==> src/common/csr_index_params.svh <==
`ifndef CSR_INDEX_PARAMS_SVH
`define CSR_INDEX_PARAMS_SVH

// ------------------------------------------------------------
// Datapath widths
// ------------------------------------------------------------
// One index or one packet data field
`define CSR_DATA_W 32
// One-hot module ID in the packet destination
`define CSR_MODULE_W 8
// Memory request byte address
`define CSR_ADDR_W 48
// Configuration tag, wraps
`define CSR_TAG_W 8

// ------------------------------------------------------------
// Engine constants
// ------------------------------------------------------------
// Bit position of this engine in the module ID
`define CSR_INDEX_MODULE_ID 2
// Entries in the configuration queue
`define CSR_CONFIG_FIFO_DEPTH 16
// Base of the index array in memory
`define CSR_INDEX_BASE_ADDR 48'h0000_8000_0000
// Four bytes per index entry
`define CSR_INDEX_SHIFT 2

`endif

==> src/common/csr_index_pkg.sv <==
`include "csr_index_params.svh"

package csr_index_pkg;

    // ------------------------------------------------------------
    // Engine response packets
    // ------------------------------------------------------------
    // Destination plus two data words
    // field[0] is the start index, field[1] the array size
    typedef struct packed {
        logic [`CSR_MODULE_W-1:0]     id_module;
        logic [1:0][`CSR_DATA_W-1:0]  field;
    } engine_packet_payload_t;

    // Valid-only stream, no back-pressure
    typedef struct packed {
        logic                    valid;
        engine_packet_payload_t  payload;
    } engine_packet_t;

    // ------------------------------------------------------------
    // Index range configuration
    // ------------------------------------------------------------
    // End is exclusive, start plus size
    typedef struct packed {
        logic [`CSR_DATA_W-1:0]  index_start;
        logic [`CSR_DATA_W-1:0]  index_end;
        logic [`CSR_DATA_W-1:0]  array_size;
    } csr_index_config_t;

    // ------------------------------------------------------------
    // Memory read request
    // ------------------------------------------------------------
    typedef struct packed {
        // Byte address of the index entry
        logic [`CSR_ADDR_W-1:0]  address;
        logic [`CSR_DATA_W-1:0]  index;
        // Which configuration this request belongs to
        logic [`CSR_TAG_W-1:0]   tag;
        // Final index of the configuration
        logic                    last;
    } mem_request_t;

endpackage

==> src/rtl/sync_fifo.sv <==
`timescale 1ns/1ps
`include "csr_index_params.svh"

module sync_fifo #(
    parameter type payload_t = logic [`CSR_DATA_W-1:0],
    parameter int  DEPTH     = `CSR_CONFIG_FIFO_DEPTH
) (
    input  logic      ap_clk,
    input  logic      areset_csr_index_generator,
    input  logic      wr_en,
    input  payload_t  din,
    input  logic      rd_en,
    output payload_t  dout,
    output logic      valid,
    output logic      full,
    output logic      empty
);

    localparam int PTR_W = (DEPTH > 1) ? $clog2(DEPTH) : 1;
    localparam int CNT_W = $clog2(DEPTH + 1);

    // Storage array
    payload_t mem [DEPTH];

    logic [PTR_W-1:0] wr_ptr;
    logic [PTR_W-1:0] rd_ptr;
    logic [CNT_W-1:0] count;
    logic             do_wr;
    logic             do_rd;

    // Writes while full are dropped
    assign do_wr = wr_en & ~full;
    // Pops while empty are ignored
    assign do_rd = rd_en & ~empty;

    assign empty = (count == '0);
    assign full  = (count == CNT_W'(DEPTH));

    // First word falls through
    assign dout  = mem[rd_ptr];
    assign valid = ~empty;

    // ------------------------------------------------------------
    // Pointers and occupancy
    // ------------------------------------------------------------
    always_ff @(posedge ap_clk) begin
        if (areset_csr_index_generator) begin
            wr_ptr <= '0;
            rd_ptr <= '0;
            count  <= '0;
        end else begin
            if (do_wr) begin
                // Wrap at DEPTH even when not a power of two
                wr_ptr <= (wr_ptr == PTR_W'(DEPTH - 1)) ? '0 : wr_ptr + 1'b1;
            end
            if (do_rd) begin
                rd_ptr <= (rd_ptr == PTR_W'(DEPTH - 1)) ? '0 : rd_ptr + 1'b1;
            end
            // Simultaneous push and pop keep the count
            if (do_wr && !do_rd) begin
                count <= count + 1'b1;
            end else if (do_rd && !do_wr) begin
                count <= count - 1'b1;
            end
        end
    end

    // Data write
    always_ff @(posedge ap_clk) begin
        if (do_wr) begin
            mem[wr_ptr] <= din;
        end
    end

endmodule

==> src/csr_index_generator/csr_index_configure_engine.sv <==
`timescale 1ns/1ps
`include "csr_index_params.svh"

module csr_index_configure_engine (
    input  logic                              ap_clk,
    input  logic                              areset_csr_index_generator,
    input  csr_index_pkg::engine_packet_t     engine_in,
    input  logic                              cfg_ready,
    output csr_index_pkg::csr_index_config_t  cfg_out,
    output logic                              cfg_valid,
    output logic                              fifo_setup
);

    // Input stage
    csr_index_pkg::engine_packet_t    in_q;
    // Filter stage, only packets for this module
    csr_index_pkg::engine_packet_t    filt_q;
    // Build stage
    logic                             build_valid;
    csr_index_pkg::csr_index_config_t build_cfg;

    logic fifo_rst_q;
    logic cfg_push;
    logic cfg_pop;
    logic fifo_empty;

    // ------------------------------------------------------------
    // Input register
    // ------------------------------------------------------------
    always_ff @(posedge ap_clk) begin
        if (areset_csr_index_generator) begin
            in_q.valid <= 1'b0;
        end else begin
            in_q.valid <= engine_in.valid;
        end
    end

    always_ff @(posedge ap_clk) begin
        in_q.payload <= engine_in.payload;
    end

    // ------------------------------------------------------------
    // Module ID filter
    // ------------------------------------------------------------
    always_ff @(posedge ap_clk) begin
        if (areset_csr_index_generator) begin
            filt_q.valid <= 1'b0;
        end else begin
            // Exact match against the one-hot ID
            filt_q.valid <= in_q.valid &
                (in_q.payload.id_module == `CSR_MODULE_W'(1 << `CSR_INDEX_MODULE_ID));
        end
    end

    always_ff @(posedge ap_clk) begin
        filt_q.payload <= in_q.payload;
    end

    // ------------------------------------------------------------
    // Configuration build
    // ------------------------------------------------------------
    always_ff @(posedge ap_clk) begin
        if (areset_csr_index_generator) begin
            build_valid <= 1'b0;
        end else begin
            build_valid <= filt_q.valid;
        end
    end

    // Start from field 0, size from field 1, end exclusive
    always_ff @(posedge ap_clk) begin
        build_cfg.index_start <= filt_q.payload.field[0];
        build_cfg.index_end   <= filt_q.payload.field[0] + filt_q.payload.field[1];
        build_cfg.array_size  <= filt_q.payload.field[1];
    end

    // ------------------------------------------------------------
    // Configuration queue
    // ------------------------------------------------------------
    // Empty ranges never reach the queue
    assign cfg_push = build_valid & (|build_cfg.array_size);
    assign cfg_pop  = cfg_ready & ~fifo_empty;

    sync_fifo #(
        .payload_t (csr_index_pkg::csr_index_config_t),
        .DEPTH     (`CSR_CONFIG_FIFO_DEPTH)
    ) u_cfg_fifo (
        .ap_clk                     (ap_clk),
        .areset_csr_index_generator (areset_csr_index_generator),
        .wr_en                      (cfg_push),
        .din                        (build_cfg),
        .rd_en                      (cfg_pop),
        .dout                       (cfg_out),
        .valid                      (cfg_valid),
        .full                       (),
        .empty                      (fifo_empty)
    );

    // ------------------------------------------------------------
    // Setup flag
    // ------------------------------------------------------------
    // Held through reset and one more cycle
    always_ff @(posedge ap_clk) begin
        fifo_rst_q <= areset_csr_index_generator;
        if (areset_csr_index_generator) begin
            fifo_setup <= 1'b1;
        end else begin
            fifo_setup <= fifo_rst_q;
        end
    end

endmodule

==> src/csr_index_generator/csr_index_generator_fsm.sv <==
`timescale 1ns/1ps
`include "csr_index_params.svh"

module csr_index_generator_fsm (
    input  logic                   ap_clk,
    input  logic                   areset_csr_index_generator,
    input  logic                   cfg_valid,
    input  logic                   idx_valid,
    input  logic                   idx_last,
    input  logic                   idx_ready,
    output logic                   cfg_ready,
    output logic                   cnt_load,
    output logic [`CSR_TAG_W-1:0]  tag
);

    typedef enum logic [1:0] {
        IDLE,
        LOAD,
        RUN
    } state_t;

    state_t state;
    state_t state_next;
    logic   last_xfer;

    // Final index of the range accepted downstream
    assign last_xfer = idx_valid & idx_ready & idx_last;

    // Pop and load share one cycle, the head is still on the FIFO output
    assign cfg_ready = (state == LOAD);
    assign cnt_load  = (state == LOAD) & cfg_valid;

    // ------------------------------------------------------------
    // Next state
    // ------------------------------------------------------------
    always_comb begin
        state_next = state;
        case (state)
            IDLE: begin
                if (cfg_valid) begin
                    state_next = LOAD;
                end
            end
            LOAD: begin
                state_next = RUN;
            end
            RUN: begin
                // One range in flight at a time
                if (last_xfer) begin
                    state_next = IDLE;
                end
            end
            default: begin
                state_next = IDLE;
            end
        endcase
    end

    // ------------------------------------------------------------
    // State and tag registers
    // ------------------------------------------------------------
    always_ff @(posedge ap_clk) begin
        if (areset_csr_index_generator) begin
            state <= IDLE;
            tag   <= '0;
        end else begin
            state <= state_next;
            // Next range gets the next tag, wraps naturally
            if (state == RUN && last_xfer) begin
                tag <= tag + 1'b1;
            end
        end
    end

endmodule

==> src/csr_index_generator/csr_index_counter.sv <==
`timescale 1ns/1ps
`include "csr_index_params.svh"

module csr_index_counter (
    input  logic                              ap_clk,
    input  logic                              areset_csr_index_generator,
    input  logic                              cnt_load,
    input  csr_index_pkg::csr_index_config_t  cfg_in,
    input  logic                              idx_ready,
    output logic [`CSR_DATA_W-1:0]            index,
    output logic                              idx_valid,
    output logic                              idx_last
);

    // Exclusive end of the current range
    logic [`CSR_DATA_W-1:0] index_end;

    // Next step reaches the end
    assign idx_last = idx_valid & ((index + 1'b1) == index_end);

    // ------------------------------------------------------------
    // Valid flag
    // ------------------------------------------------------------
    always_ff @(posedge ap_clk) begin
        if (areset_csr_index_generator) begin
            idx_valid <= 1'b0;
        end else if (cnt_load) begin
            // Queue holds only nonzero sizes
            idx_valid <= 1'b1;
        end else if (idx_valid && idx_ready && idx_last) begin
            idx_valid <= 1'b0;
        end
    end

    // ------------------------------------------------------------
    // Index walk
    // ------------------------------------------------------------
    always_ff @(posedge ap_clk) begin
        if (cnt_load) begin
            index     <= cfg_in.index_start;
            index_end <= cfg_in.index_end;
        end else if (idx_valid && idx_ready) begin
            // Stalls in place while not accepted
            index <= index + 1'b1;
        end
    end

endmodule

==> src/csr_index_generator/csr_index_request_builder.sv <==
`timescale 1ns/1ps
`include "csr_index_params.svh"

module csr_index_request_builder (
    input  logic                          ap_clk,
    input  logic                          areset_csr_index_generator,
    input  logic [`CSR_DATA_W-1:0]        index,
    input  logic                          idx_valid,
    input  logic                          idx_last,
    input  logic [`CSR_TAG_W-1:0]         tag,
    input  logic                          req_ready,
    output logic                          idx_ready,
    output csr_index_pkg::mem_request_t   req_out,
    output logic                          req_valid
);

    logic [`CSR_ADDR_W-1:0] index_ext;
    logic                   take;

    // Register empty or draining this cycle, so one per cycle
    assign idx_ready = ~req_valid | req_ready;
    assign take      = idx_valid & idx_ready;

    // Zero extend before scaling to bytes
    assign index_ext = {{(`CSR_ADDR_W - `CSR_DATA_W){1'b0}}, index};

    // ------------------------------------------------------------
    // Output valid
    // ------------------------------------------------------------
    always_ff @(posedge ap_clk) begin
        if (areset_csr_index_generator) begin
            req_valid <= 1'b0;
        end else if (take) begin
            req_valid <= 1'b1;
        end else if (req_ready) begin
            req_valid <= 1'b0;
        end
    end

    // ------------------------------------------------------------
    // Request payload
    // ------------------------------------------------------------
    // Held while stalled
    always_ff @(posedge ap_clk) begin
        if (take) begin
            req_out.address <= `CSR_INDEX_BASE_ADDR + (index_ext << `CSR_INDEX_SHIFT);
            req_out.index   <= index;
            req_out.tag     <= tag;
            req_out.last    <= idx_last;
        end
    end

endmodule

==> src/rtl/csr_index_generator_top.sv <==
`timescale 1ns/1ps
`include "csr_index_params.svh"

module csr_index_generator_top (
    input  logic                           ap_clk,
    input  logic                           areset_csr_index_generator,
    input  csr_index_pkg::engine_packet_t  engine_in,
    input  logic                           req_ready,
    output csr_index_pkg::mem_request_t    req_out,
    output logic                           req_valid,
    output logic                           fifo_setup
);

    // ------------------------------------------------------------
    // Interconnect
    // ------------------------------------------------------------
    // Queue head to FSM
    csr_index_pkg::csr_index_config_t cfg_out;
    logic                             cfg_valid;
    logic                             cfg_ready;

    // FSM to counter
    logic                   cnt_load;
    logic [`CSR_TAG_W-1:0]  tag;

    // Counter to builder
    logic [`CSR_DATA_W-1:0] index;
    logic                   idx_valid;
    logic                   idx_last;
    logic                   idx_ready;

    // Filter, build and queue
    csr_index_configure_engine u_cfg_engine (
        .ap_clk                     (ap_clk),
        .areset_csr_index_generator (areset_csr_index_generator),
        .engine_in                  (engine_in),
        .cfg_ready                  (cfg_ready),
        .cfg_out                    (cfg_out),
        .cfg_valid                  (cfg_valid),
        .fifo_setup                 (fifo_setup)
    );

    // One range at a time, tags per range
    csr_index_generator_fsm u_fsm (
        .ap_clk                     (ap_clk),
        .areset_csr_index_generator (areset_csr_index_generator),
        .cfg_valid                  (cfg_valid),
        .idx_valid                  (idx_valid),
        .idx_last                   (idx_last),
        .idx_ready                  (idx_ready),
        .cfg_ready                  (cfg_ready),
        .cnt_load                   (cnt_load),
        .tag                        (tag)
    );

    // Walks start up to end
    csr_index_counter u_counter (
        .ap_clk                     (ap_clk),
        .areset_csr_index_generator (areset_csr_index_generator),
        .cnt_load                   (cnt_load),
        .cfg_in                     (cfg_out),
        .idx_ready                  (idx_ready),
        .index                      (index),
        .idx_valid                  (idx_valid),
        .idx_last                   (idx_last)
    );

    // Memory request output stage
    csr_index_request_builder u_builder (
        .ap_clk                     (ap_clk),
        .areset_csr_index_generator (areset_csr_index_generator),
        .index                      (index),
        .idx_valid                  (idx_valid),
        .idx_last                   (idx_last),
        .tag                        (tag),
        .req_ready                  (req_ready),
        .idx_ready                  (idx_ready),
        .req_out                    (req_out),
        .req_valid                  (req_valid)
    );

endmodule

==> config.mk <==
export PLATFORM = sky130hd
export DESIGN_NAME = csr_index_generator_top
export DESIGN_NICKNAME = d
export VERILOG_FILES = /design/src/common/csr_index_pkg.sv /design/src/rtl/sync_fifo.sv /design/src/csr_index_generator/csr_index_configure_engine.sv /design/src/csr_index_generator/csr_index_generator_fsm.sv /design/src/csr_index_generator/csr_index_counter.sv /design/src/csr_index_generator/csr_index_request_builder.sv /design/src/rtl/csr_index_generator_top.sv
export VERILOG_INCLUDE_DIRS = /design/src /design/src/common
export SDC_FILE = /design/constraint.sdc
export NUM_CORES = 1
export LEC_CHECK = 0
export BUFFER_PORTS_ARGS = -buffer_cell sky130_fd_sc_hd__buf_2
export CAP_MARGIN = 40
export CORE_MARGIN = 8
export CORE_UTILIZATION = 42
export CTS_BUF_LIST = sky130_fd_sc_hd__clkbuf_8
export DETAILED_ROUTE_END_ITERATION = 12
export PLACE_DENSITY = 0.69
export SYNTH_ARGS = -nofsm -noshare
export SYNTH_HDL_FRONTEND = slang
export SYNTH_SLANG_ARGS = --single-unit
export TNS_END_PERCENT = 30
==> constraint.sdc <==
create_clock -name ap_clk -period 6.8 [get_ports ap_clk]
set_input_delay 1.02 -clock ap_clk [delete_from_list [all_inputs] [get_ports ap_clk]]
set_output_delay 1.02 -clock ap_clk [all_outputs]
set_load 0.02 [all_outputs]
# Yosys cells after proc, flatten, opt, wreduce, memory -nomap -nowiden
# Memories as Yosys holds them, arrays and structs flattened. A register that Yosys moved wholly into a read port is not among the register bits.
# Cells that the tools add are included.
word_totals:
  mem_bits_rw: 1536
  in_bits: 76
  mem_count: 1
  regBits: 415
  output_inout_bits: 91
mem_list:
  columns: ["memory", "depth", "width", "read_ports", "rd_ports_with_merged_regs", "wr", "line", "text"]
  rows:
  - ["u_cfg_engine.u_cfg_fifo.mem", 16, 96, 1, 1, 1, "sync_fifo.sv:23", "payload_t mem [DEPTH];"]
classes:
  n_mux: 17
  n_reduce_logical: 15
  bitwise_logic: 12
  eq_ne: 9
  addsub: 8
op_table:
  columns: ["op", "count"]
  rows:
  - ["$mux 32", 2]
  - ["$add 32x34->35 const A", 1]
  - ["$add 32x1->32 const B", 1]
  - ["$add 32x32->32", 1]
  - ["$eq 32x32->1", 1]
  - ["$reduce_or 32->1", 1]
  - ["$mux 4", 4]
  - ["$mux 5", 2]
  - ["$add 4x1->4 const B", 2]
  - ["$add 8x1->8 const B", 1]
  - ["$and 1x1->1", 8]
  - ["$eq 4x4->1 const B", 2]
  - ["$eq 8x3->1 const B", 1]
  - ["$reduce_bool 2->1", 4]
  - ["$mux 1", 6]
  - ["$pmux 2 s3", 1]
  - ["$add 5x1->5 const B", 1]
  - ["$eq 5x5->1 const B", 1]
  - ["$logic_and 1x1->1", 5]
  - ["$logic_not 5->1", 1]
  - ["$sub 5x1->5 const B", 1]
  - ["$mux 2", 2]
  - ["$not 1->1", 3]
  - ["$eq 2x1->1 const B", 1]
  - ["7 further kinds", 8]

# Longest topological paths before layout
depth:
  ltp_word: 7
  ltp_mapped: 14

# By module
# Synthesis repeated with hierarchy kept, for this count alone.
hier_totals:
  hier_cells: 3523
  area_unflattened_um2: 71413.5
by_module_without_submodules:
  columns: ["mod", "n_inst", "area_per_inst_um2", "cells_each"]
  rows:
  - ["sync_fifo", 1, 58300.9, 2458]
  - ["csr_index_configure_engine", 1, 6612.6, 495]
  - ["csr_index_counter", 1, 4232.8, 414]
  - ["csr_index_request_builder", 1, 1771.7, 99]
  - ["csr_index_generator_fsm", 1, 495.5, 57]

# Least setup slack after synthesis
# OpenSTA, ideal clock, no wires.
synth_path:
  path_type: "reg2reg"
  startpoint: "register u_cfg_engine.u_cfg_fifo.count[0]"
  endpoint: "memory u_cfg_engine.u_cfg_fifo.mem[3][32] in the netlist's numbering (enable)"
  path_buffers: 1
  t_arrival_ps: 5466
  required_time_ps: 6235
  setup_ps: 565
  path_slack_ps: 769
  path_stages_with_launch: 7
  cell_sequence: "dfxtp_1 nor4_1 nand2_1 o211a_1 clkbuf_1 nand2_1 nor3_1"
synth_between:
  elab_chain_cells: 5
synth_lines:
  columns: ["item", "line", "text"]
  rows:
  - ["start, declared", "sync_fifo.sv:27", "logic [CNT_W-1:0] count;"]
  - ["start signal, assigned", "sync_fifo.sv:61", "count <= count + 1'b1;"]
  - ["start signal, assigned", "sync_fifo.sv:63", "count <= count - 1'b1;"]
  - ["$eq 5x5->1", "sync_fifo.sv:37", "assign full = (count == CNT_W'(DEPTH));"]
  - ["$not 1->1", "sync_fifo.sv:32", "assign do_wr = wr_en & ~full;"]
  - ["$and 1x1->1", "sync_fifo.sv:32", null]
  - ["named net u_cfg_engine.u_cfg_fifo.do_wr", "sync_fifo.sv:28", "logic do_wr;"]
  - ["$mux 1", "sync_fifo.sv:70", "if (do_wr) begin"]
  - ["$mux 1 (not written as such)", "sync_fifo.sv:71", "mem[wr_ptr] <= din;"]
  - ["end, declared", "sync_fifo.sv:23", null]
# The timed path passes the listed nets, and every way through them passes these cells.

# Final worst setup path
layout_path:
  startpoint: "register u_counter.index[5]"
  endpoint: "register u_fsm.tag[6]"
layout_between:
  elab_chain_cells: 5
layout_lines:
  columns: ["item", "line", "text"]
  rows:
  - ["start, declared", "csr_index_counter.sv:10", "output logic [`CSR_DATA_W-1:0] index,"]
  - ["start signal, assigned", "csr_index_counter.sv:40", "index <= cfg_in.index_start;"]
  - ["start signal, assigned", "csr_index_counter.sv:44", "index <= index + 1'b1;"]
  - ["$add 32x1->32", "csr_index_counter.sv:19", "assign idx_last = idx_valid & ((index + 1'b1) == index_end);"]
  - ["$eq 32x32->1", "csr_index_counter.sv:19", null]
  - ["$and 1x1->1", "csr_index_counter.sv:19", null]
  - ["$and 1x1->1", "csr_index_generator_fsm.sv:27", "assign last_xfer = idx_valid & idx_ready & idx_last;"]
  - ["$logic_and 1x1->1", "csr_index_generator_fsm.sv:69", "if (state == RUN && last_xfer) begin"]
  - ["end signal, assigned", "csr_index_generator_fsm.sv:70", "tag <= tag + 1'b1;"]
  - ["end, declared", "csr_index_generator_fsm.sv:13", "output logic [`CSR_TAG_W-1:0] tag"]
# No other way between the ends.
# A chain may end at the register's enable or synchronous reset.

==> results.env <==
LEAKAGEPOWER_nW=19.3
HOLDCRITPATHCLASS='in2reg'
ASYNC_FLOP_SHARE_PCT=0
LAYOUT_MIN_CYCLE_TIME_PS=4030
CRITICAL_PATH.STARTPOINT='u_counter.index[5]'
FINAL_SUM_OF_NEGATIVE_SETUP_SLACK_PS=0
MULTI_INPUT_COMB_AREA_UM2=11900
WORSTREG2REGSTART='u_counter.index[5]'
SYNTH.DISTINCT_CELLS=79
POST_SYNTH.CELL_AREA_AVG_UM2=20.3
FF_LATCH_AREA_UM2=39400
SYNTH_TOP_FAMILY_BY_AREA='multiplexers'
DIEAREA_UM2=135000
R2R.WORST_PATH.CELLS=9
OVERFLOW=0
DRT_PASS1_ITERATIONS=6
DRC=0
POSTSYNTH.TOPFLOPCELL='sky130_fd_sc_hd__edfxtp_1'
GP_CONGESTION=0.926
VIA_COUNT=25688
START_KIND='register'
CRIT_FANOUT=15
SYNTH_XOR_AREA_SHARE_PCT=1.70
YOSYSWARNINGS=0
NUMBER_OF_SLEW_LIMIT_VIOLATIONS_IN_THE_FINAL_REPORT=0
SYNTH-COMPOUND-AREA-SHARE_PCT=2.11
WORSTPATHREQUIRED_PS=7550
TRITONCTS_CLOCK_TREE='built'
LARGEST_NET_DEGREE_AT_THE_START_OF_GLOBAL_ROUTING=125
CTS_INSERTED_BUFFERS=203
POWER_DENS_CELLS_nW_PER_UM2=285
RRSETUPSLACK_PS=2770
HOLDWS_PS=212
GLOBAL_ROUTE_WIRE_LENGTH_BEFORE_REPAIR_UM=179000
WORST_SLEW_MARGIN_REL_PCT=37.1
DIE_H_UM=368
GRT_ANTENNA_BEFORE_REPAIR=6
ROW_COUNT=129
CLOCKROOTBUFFER='sky130_fd_sc_hd__clkbuf_8'
HPWLAFTERDP_UM=74400
GR-USAGE-ALL-LAYERS_PCT=17.8
CTS.HTREE.LEVELS=4
POST_CTS_REPAIR_TIMING_SETUP_BUFFER_COUNT=0
SETUP.WORST_PATH.CLASS='reg2reg'
IRDROPWORSTVDD_mV=0.205
PATH_CLK_SLEW_PS=70
DIE_WIDTH_UM=368
YS_FF_LATCH=1399
DRT.ANTENNA.VIOLATING_NETS=0
FINAL.SETUP_SKEW_PS=49.2
SYN_INST=2558
PLACEABLECOREAREA_UM2=123000
WORST_EP_ARRIVAL_TIME_PS=4780
FRACTION_OF_LAYOUT_CELLS_WITH_A_SIZE_SUFFIX_ABOVE_1_PCT=29.2
GRT_SETUP_UNREPAIRED='no'
POST_SYNTH_MUX_AREA_SHARE_PCT=14.1
PLACEMENT.IO_BUFFERS=151
NNETSFINAL=2962
RESULT_OF_THE_RUN='finished clean'
SYNTHESIS.AREA_UM2=52000
POST-ROUTE-PERIOD-UTIL_PCT=59.2
CTS.PATH.MAX_BUFFERS=3
INITIAL_CORE_UTILIZATION_PCT=42.1
HOLDCRITSTARTPOINT='engine_in[10]'
SYNTH_SIMPLE_GATE_AREA_SHARE_PCT=3.58
SYNTH.YOSYS.SEQ_AREA_SHARE_PCT=75.7
PRECTSSETUPSLACK_PS=2900
FLOW.AREA_GROWTH_FROM_SYNTHESIS_PCT=14.1
MIN_DELAY_PATH_DEPTH=1
FINALWIRELENGTH_UM=123000
FINALHOLDVIOLATIONS=0
COUNT_OF_HOLD_BUFFERS_INSERTED_BY_POST_CTS_REPAIR=0
VIAS_IN_THE_FIRST_GLOBAL_ROUTE=25814
CLK-INSERTION-DELAY-LATE_PS=910
ACHIEVABLE-FREQUENCY_MHz=248
WIRE_PER_INST_UM=26.4
TIGHTESTPINTRANSITION_PS=944
DRT_FIRST_ITER_VIOLATIONS=2973
TRITONCTS_NUM_SINKS=1399
CTS_REPAIR_RESIZE_COUNT=0
FINAL.SETUP.WORST_SLACK_PS=2770
MAX-CAP-VIOLATIONS=0
FILLERINSTANCES=9982
ADDER_CELL_SHARE_OF_THE_SYNTHESIZED_AREA_PCT=1.11
PIN_COUNT=167
SYNTH_EDF_COUNT=1133
ENDPOINT_KIND='register'
SETUP_VIOLATIONS=0
AVGVIACOUNTPERCELL=5.51
[area by class of cell]
type / count / area share, %
clock buffers: 236 / 5.48
multi-input cells: 1001 / 20.1
clock inverters: 151 / 1.78
well taps: 1637 / 3.45
repair buffers: 213 / 2.68
flip-flops and latches: 1399 / 66.4
diodes: 4 / 0.0169
inverters: 23 / 0.148
[state kept, by name, summed over array words and instances, names as in the netlist, named ones only]
| name | cells |
|---|---|
| u_builder.req_out | 45 |
| u_builder.req_valid | 1 |
| u_cfg_engine.build_cfg | 96 |
| u_cfg_engine.build_valid | 1 |
| u_cfg_engine.fifo_rst_q | 1 |
| u_cfg_engine.fifo_setup | 1 |
| u_cfg_engine.filt_q | 65 |
| u_cfg_engine.in_q | 73 |
| u_cfg_engine.u_cfg_fifo.count | 5 |
| u_cfg_engine.u_cfg_fifo.mem | 1024 |
| u_cfg_engine.u_cfg_fifo.rd_ptr | 4 |
| u_cfg_engine.u_cfg_fifo.wr_ptr | 4 |
| u_counter.idx_valid | 1 |
| u_counter.index | 32 |
| u_counter.index_end | 32 |
| u_fsm.state | 2 |
| u_fsm.tag | 8 |
[routing by layer]
| metal | vias to the layer above | GRT usage (%) | wire length, um |
|---|---|---|---|
| met5 | - | 0 | 0 |
| met4 | 0 | 5.19 | 2680 |
| met3 | 179 | 3.85 | 11000 |
| met2 | 1282 | 27.8 | 57200 |
| met1 | 13295 | 25.4 | 52400 |
| li1 | 10932 | - | - |
[final timing paths]
path / endpoint
worst min-delay path: u_cfg_engine.in_q[10]
worst min register to register: u_cfg_engine.filt_q[26]
worst max-delay path: u_fsm.tag[6]
worst max register to register: u_fsm.tag[6]
[Yosys cell counts (all sizes together) (6+ instances only)]
cell        n  area share, %
a2111oi     6           0.10
a21o       13           0.19
a21oi      53           0.51
a31oi       6          0.072
and3        9           0.11
and4       10           0.18
buf        89            1.1
clkbuf     60           0.44
dfxtp     266             10
edfxtp   1133             65
ha         43            1.0
inv        22           0.16
mux4      320             14
nand2      77           0.58
nand2b     13           0.16
nand3      24           0.26
nand4      23           0.29
nor2       82           0.59
nor2b      15           0.18
nor3       28           0.27
nor3b       6          0.087
nor4       27           0.39
o21ai      42           0.40
o41ai       6           0.10
or3         9           0.11
xnor2      60            1.0
xor2       28           0.47
[cells in the final DEF (no fill, tap or decap), types with 16 or more instances in the layout]
| master | count |
|---|---|
| sky130_fd_sc_hd__ha_1 | 43 |
| sky130_fd_sc_hd__dfxtp_1 | 262 |
| sky130_fd_sc_hd__xor2_1 | 28 |
| sky130_fd_sc_hd__clkbuf_8 | 236 |
| sky130_fd_sc_hd__a21oi_1 | 53 |
| sky130_fd_sc_hd__nor3_1 | 24 |
| sky130_fd_sc_hd__clkinv_1 | 16 |
| sky130_fd_sc_hd__edfxtp_1 | 1133 |
| sky130_fd_sc_hd__nor4_1 | 24 |
| sky130_fd_sc_hd__nand4_1 | 22 |
| sky130_fd_sc_hd__xnor2_1 | 60 |
| sky130_fd_sc_hd__nand3_1 | 22 |
| sky130_fd_sc_hd__inv_1 | 85 |
| sky130_fd_sc_hd__o21ai_0 | 42 |
| sky130_fd_sc_hd__nor2_1 | 70 |
| sky130_fd_sc_hd__clkinv_2 | 40 |
| sky130_fd_sc_hd__mux4_2 | 320 |
| sky130_fd_sc_hd__nand2_1 | 75 |
| sky130_fd_sc_hd__buf_2 | 151 |
| sky130_fd_sc_hd__buf_4 | 38 |
[where the power goes]
group | leakage, nW | switching, mW | internal (mW)
clock | 2.46 | 3.25 | 3.67
sequential | 12.4 | 0.255 | 9.50
combinational | 4.38 | 0.135 | 0.0833
total | 19.3 | 3.64 | 13.3
[worst max-delay path, cell delays in order (launching register included)]
cell	delay [ps]
sky130_fd_sc_hd__edfxtp_1	550
sky130_fd_sc_hd__and3_1	440
sky130_fd_sc_hd__nand3_2	420
sky130_fd_sc_hd__nor3_1	620
sky130_fd_sc_hd__o221a_1	270
sky130_fd_sc_hd__o221ai_1	230
sky130_fd_sc_hd__nor4b_1	340
sky130_fd_sc_hd__and4_1	520
sky130_fd_sc_hd__nand3_1	170
sky130_fd_sc_hd__mux2_4	320
[stage by stage]
step / area (um^2) / std cells / total power, mW / utilization, %
final: 59300 / 4664 / 16.9 / 48.1
after global routing: 59300 / 4661 / 17.4 / 48.1
after CTS: 59300 / 4660 / 17.0 / 48.1
after detailed placement: 55000 / 4273 / 10.1 / 44.6
after global placement: 54500 / 4253 / 10.1 / 44.2
after floorplan: 52000 / 2572 / 9.95 / -
[logic make-up after synthesis]
group / after synthesis
fa+ha+maj: 45
compound gates: 172
mux: 329
other cells: 1
xor+xnor: 93
simple gates: 347
buf+inv: 172
flops: 1399
No activity file was read; power rests on OpenSTA's default activity.
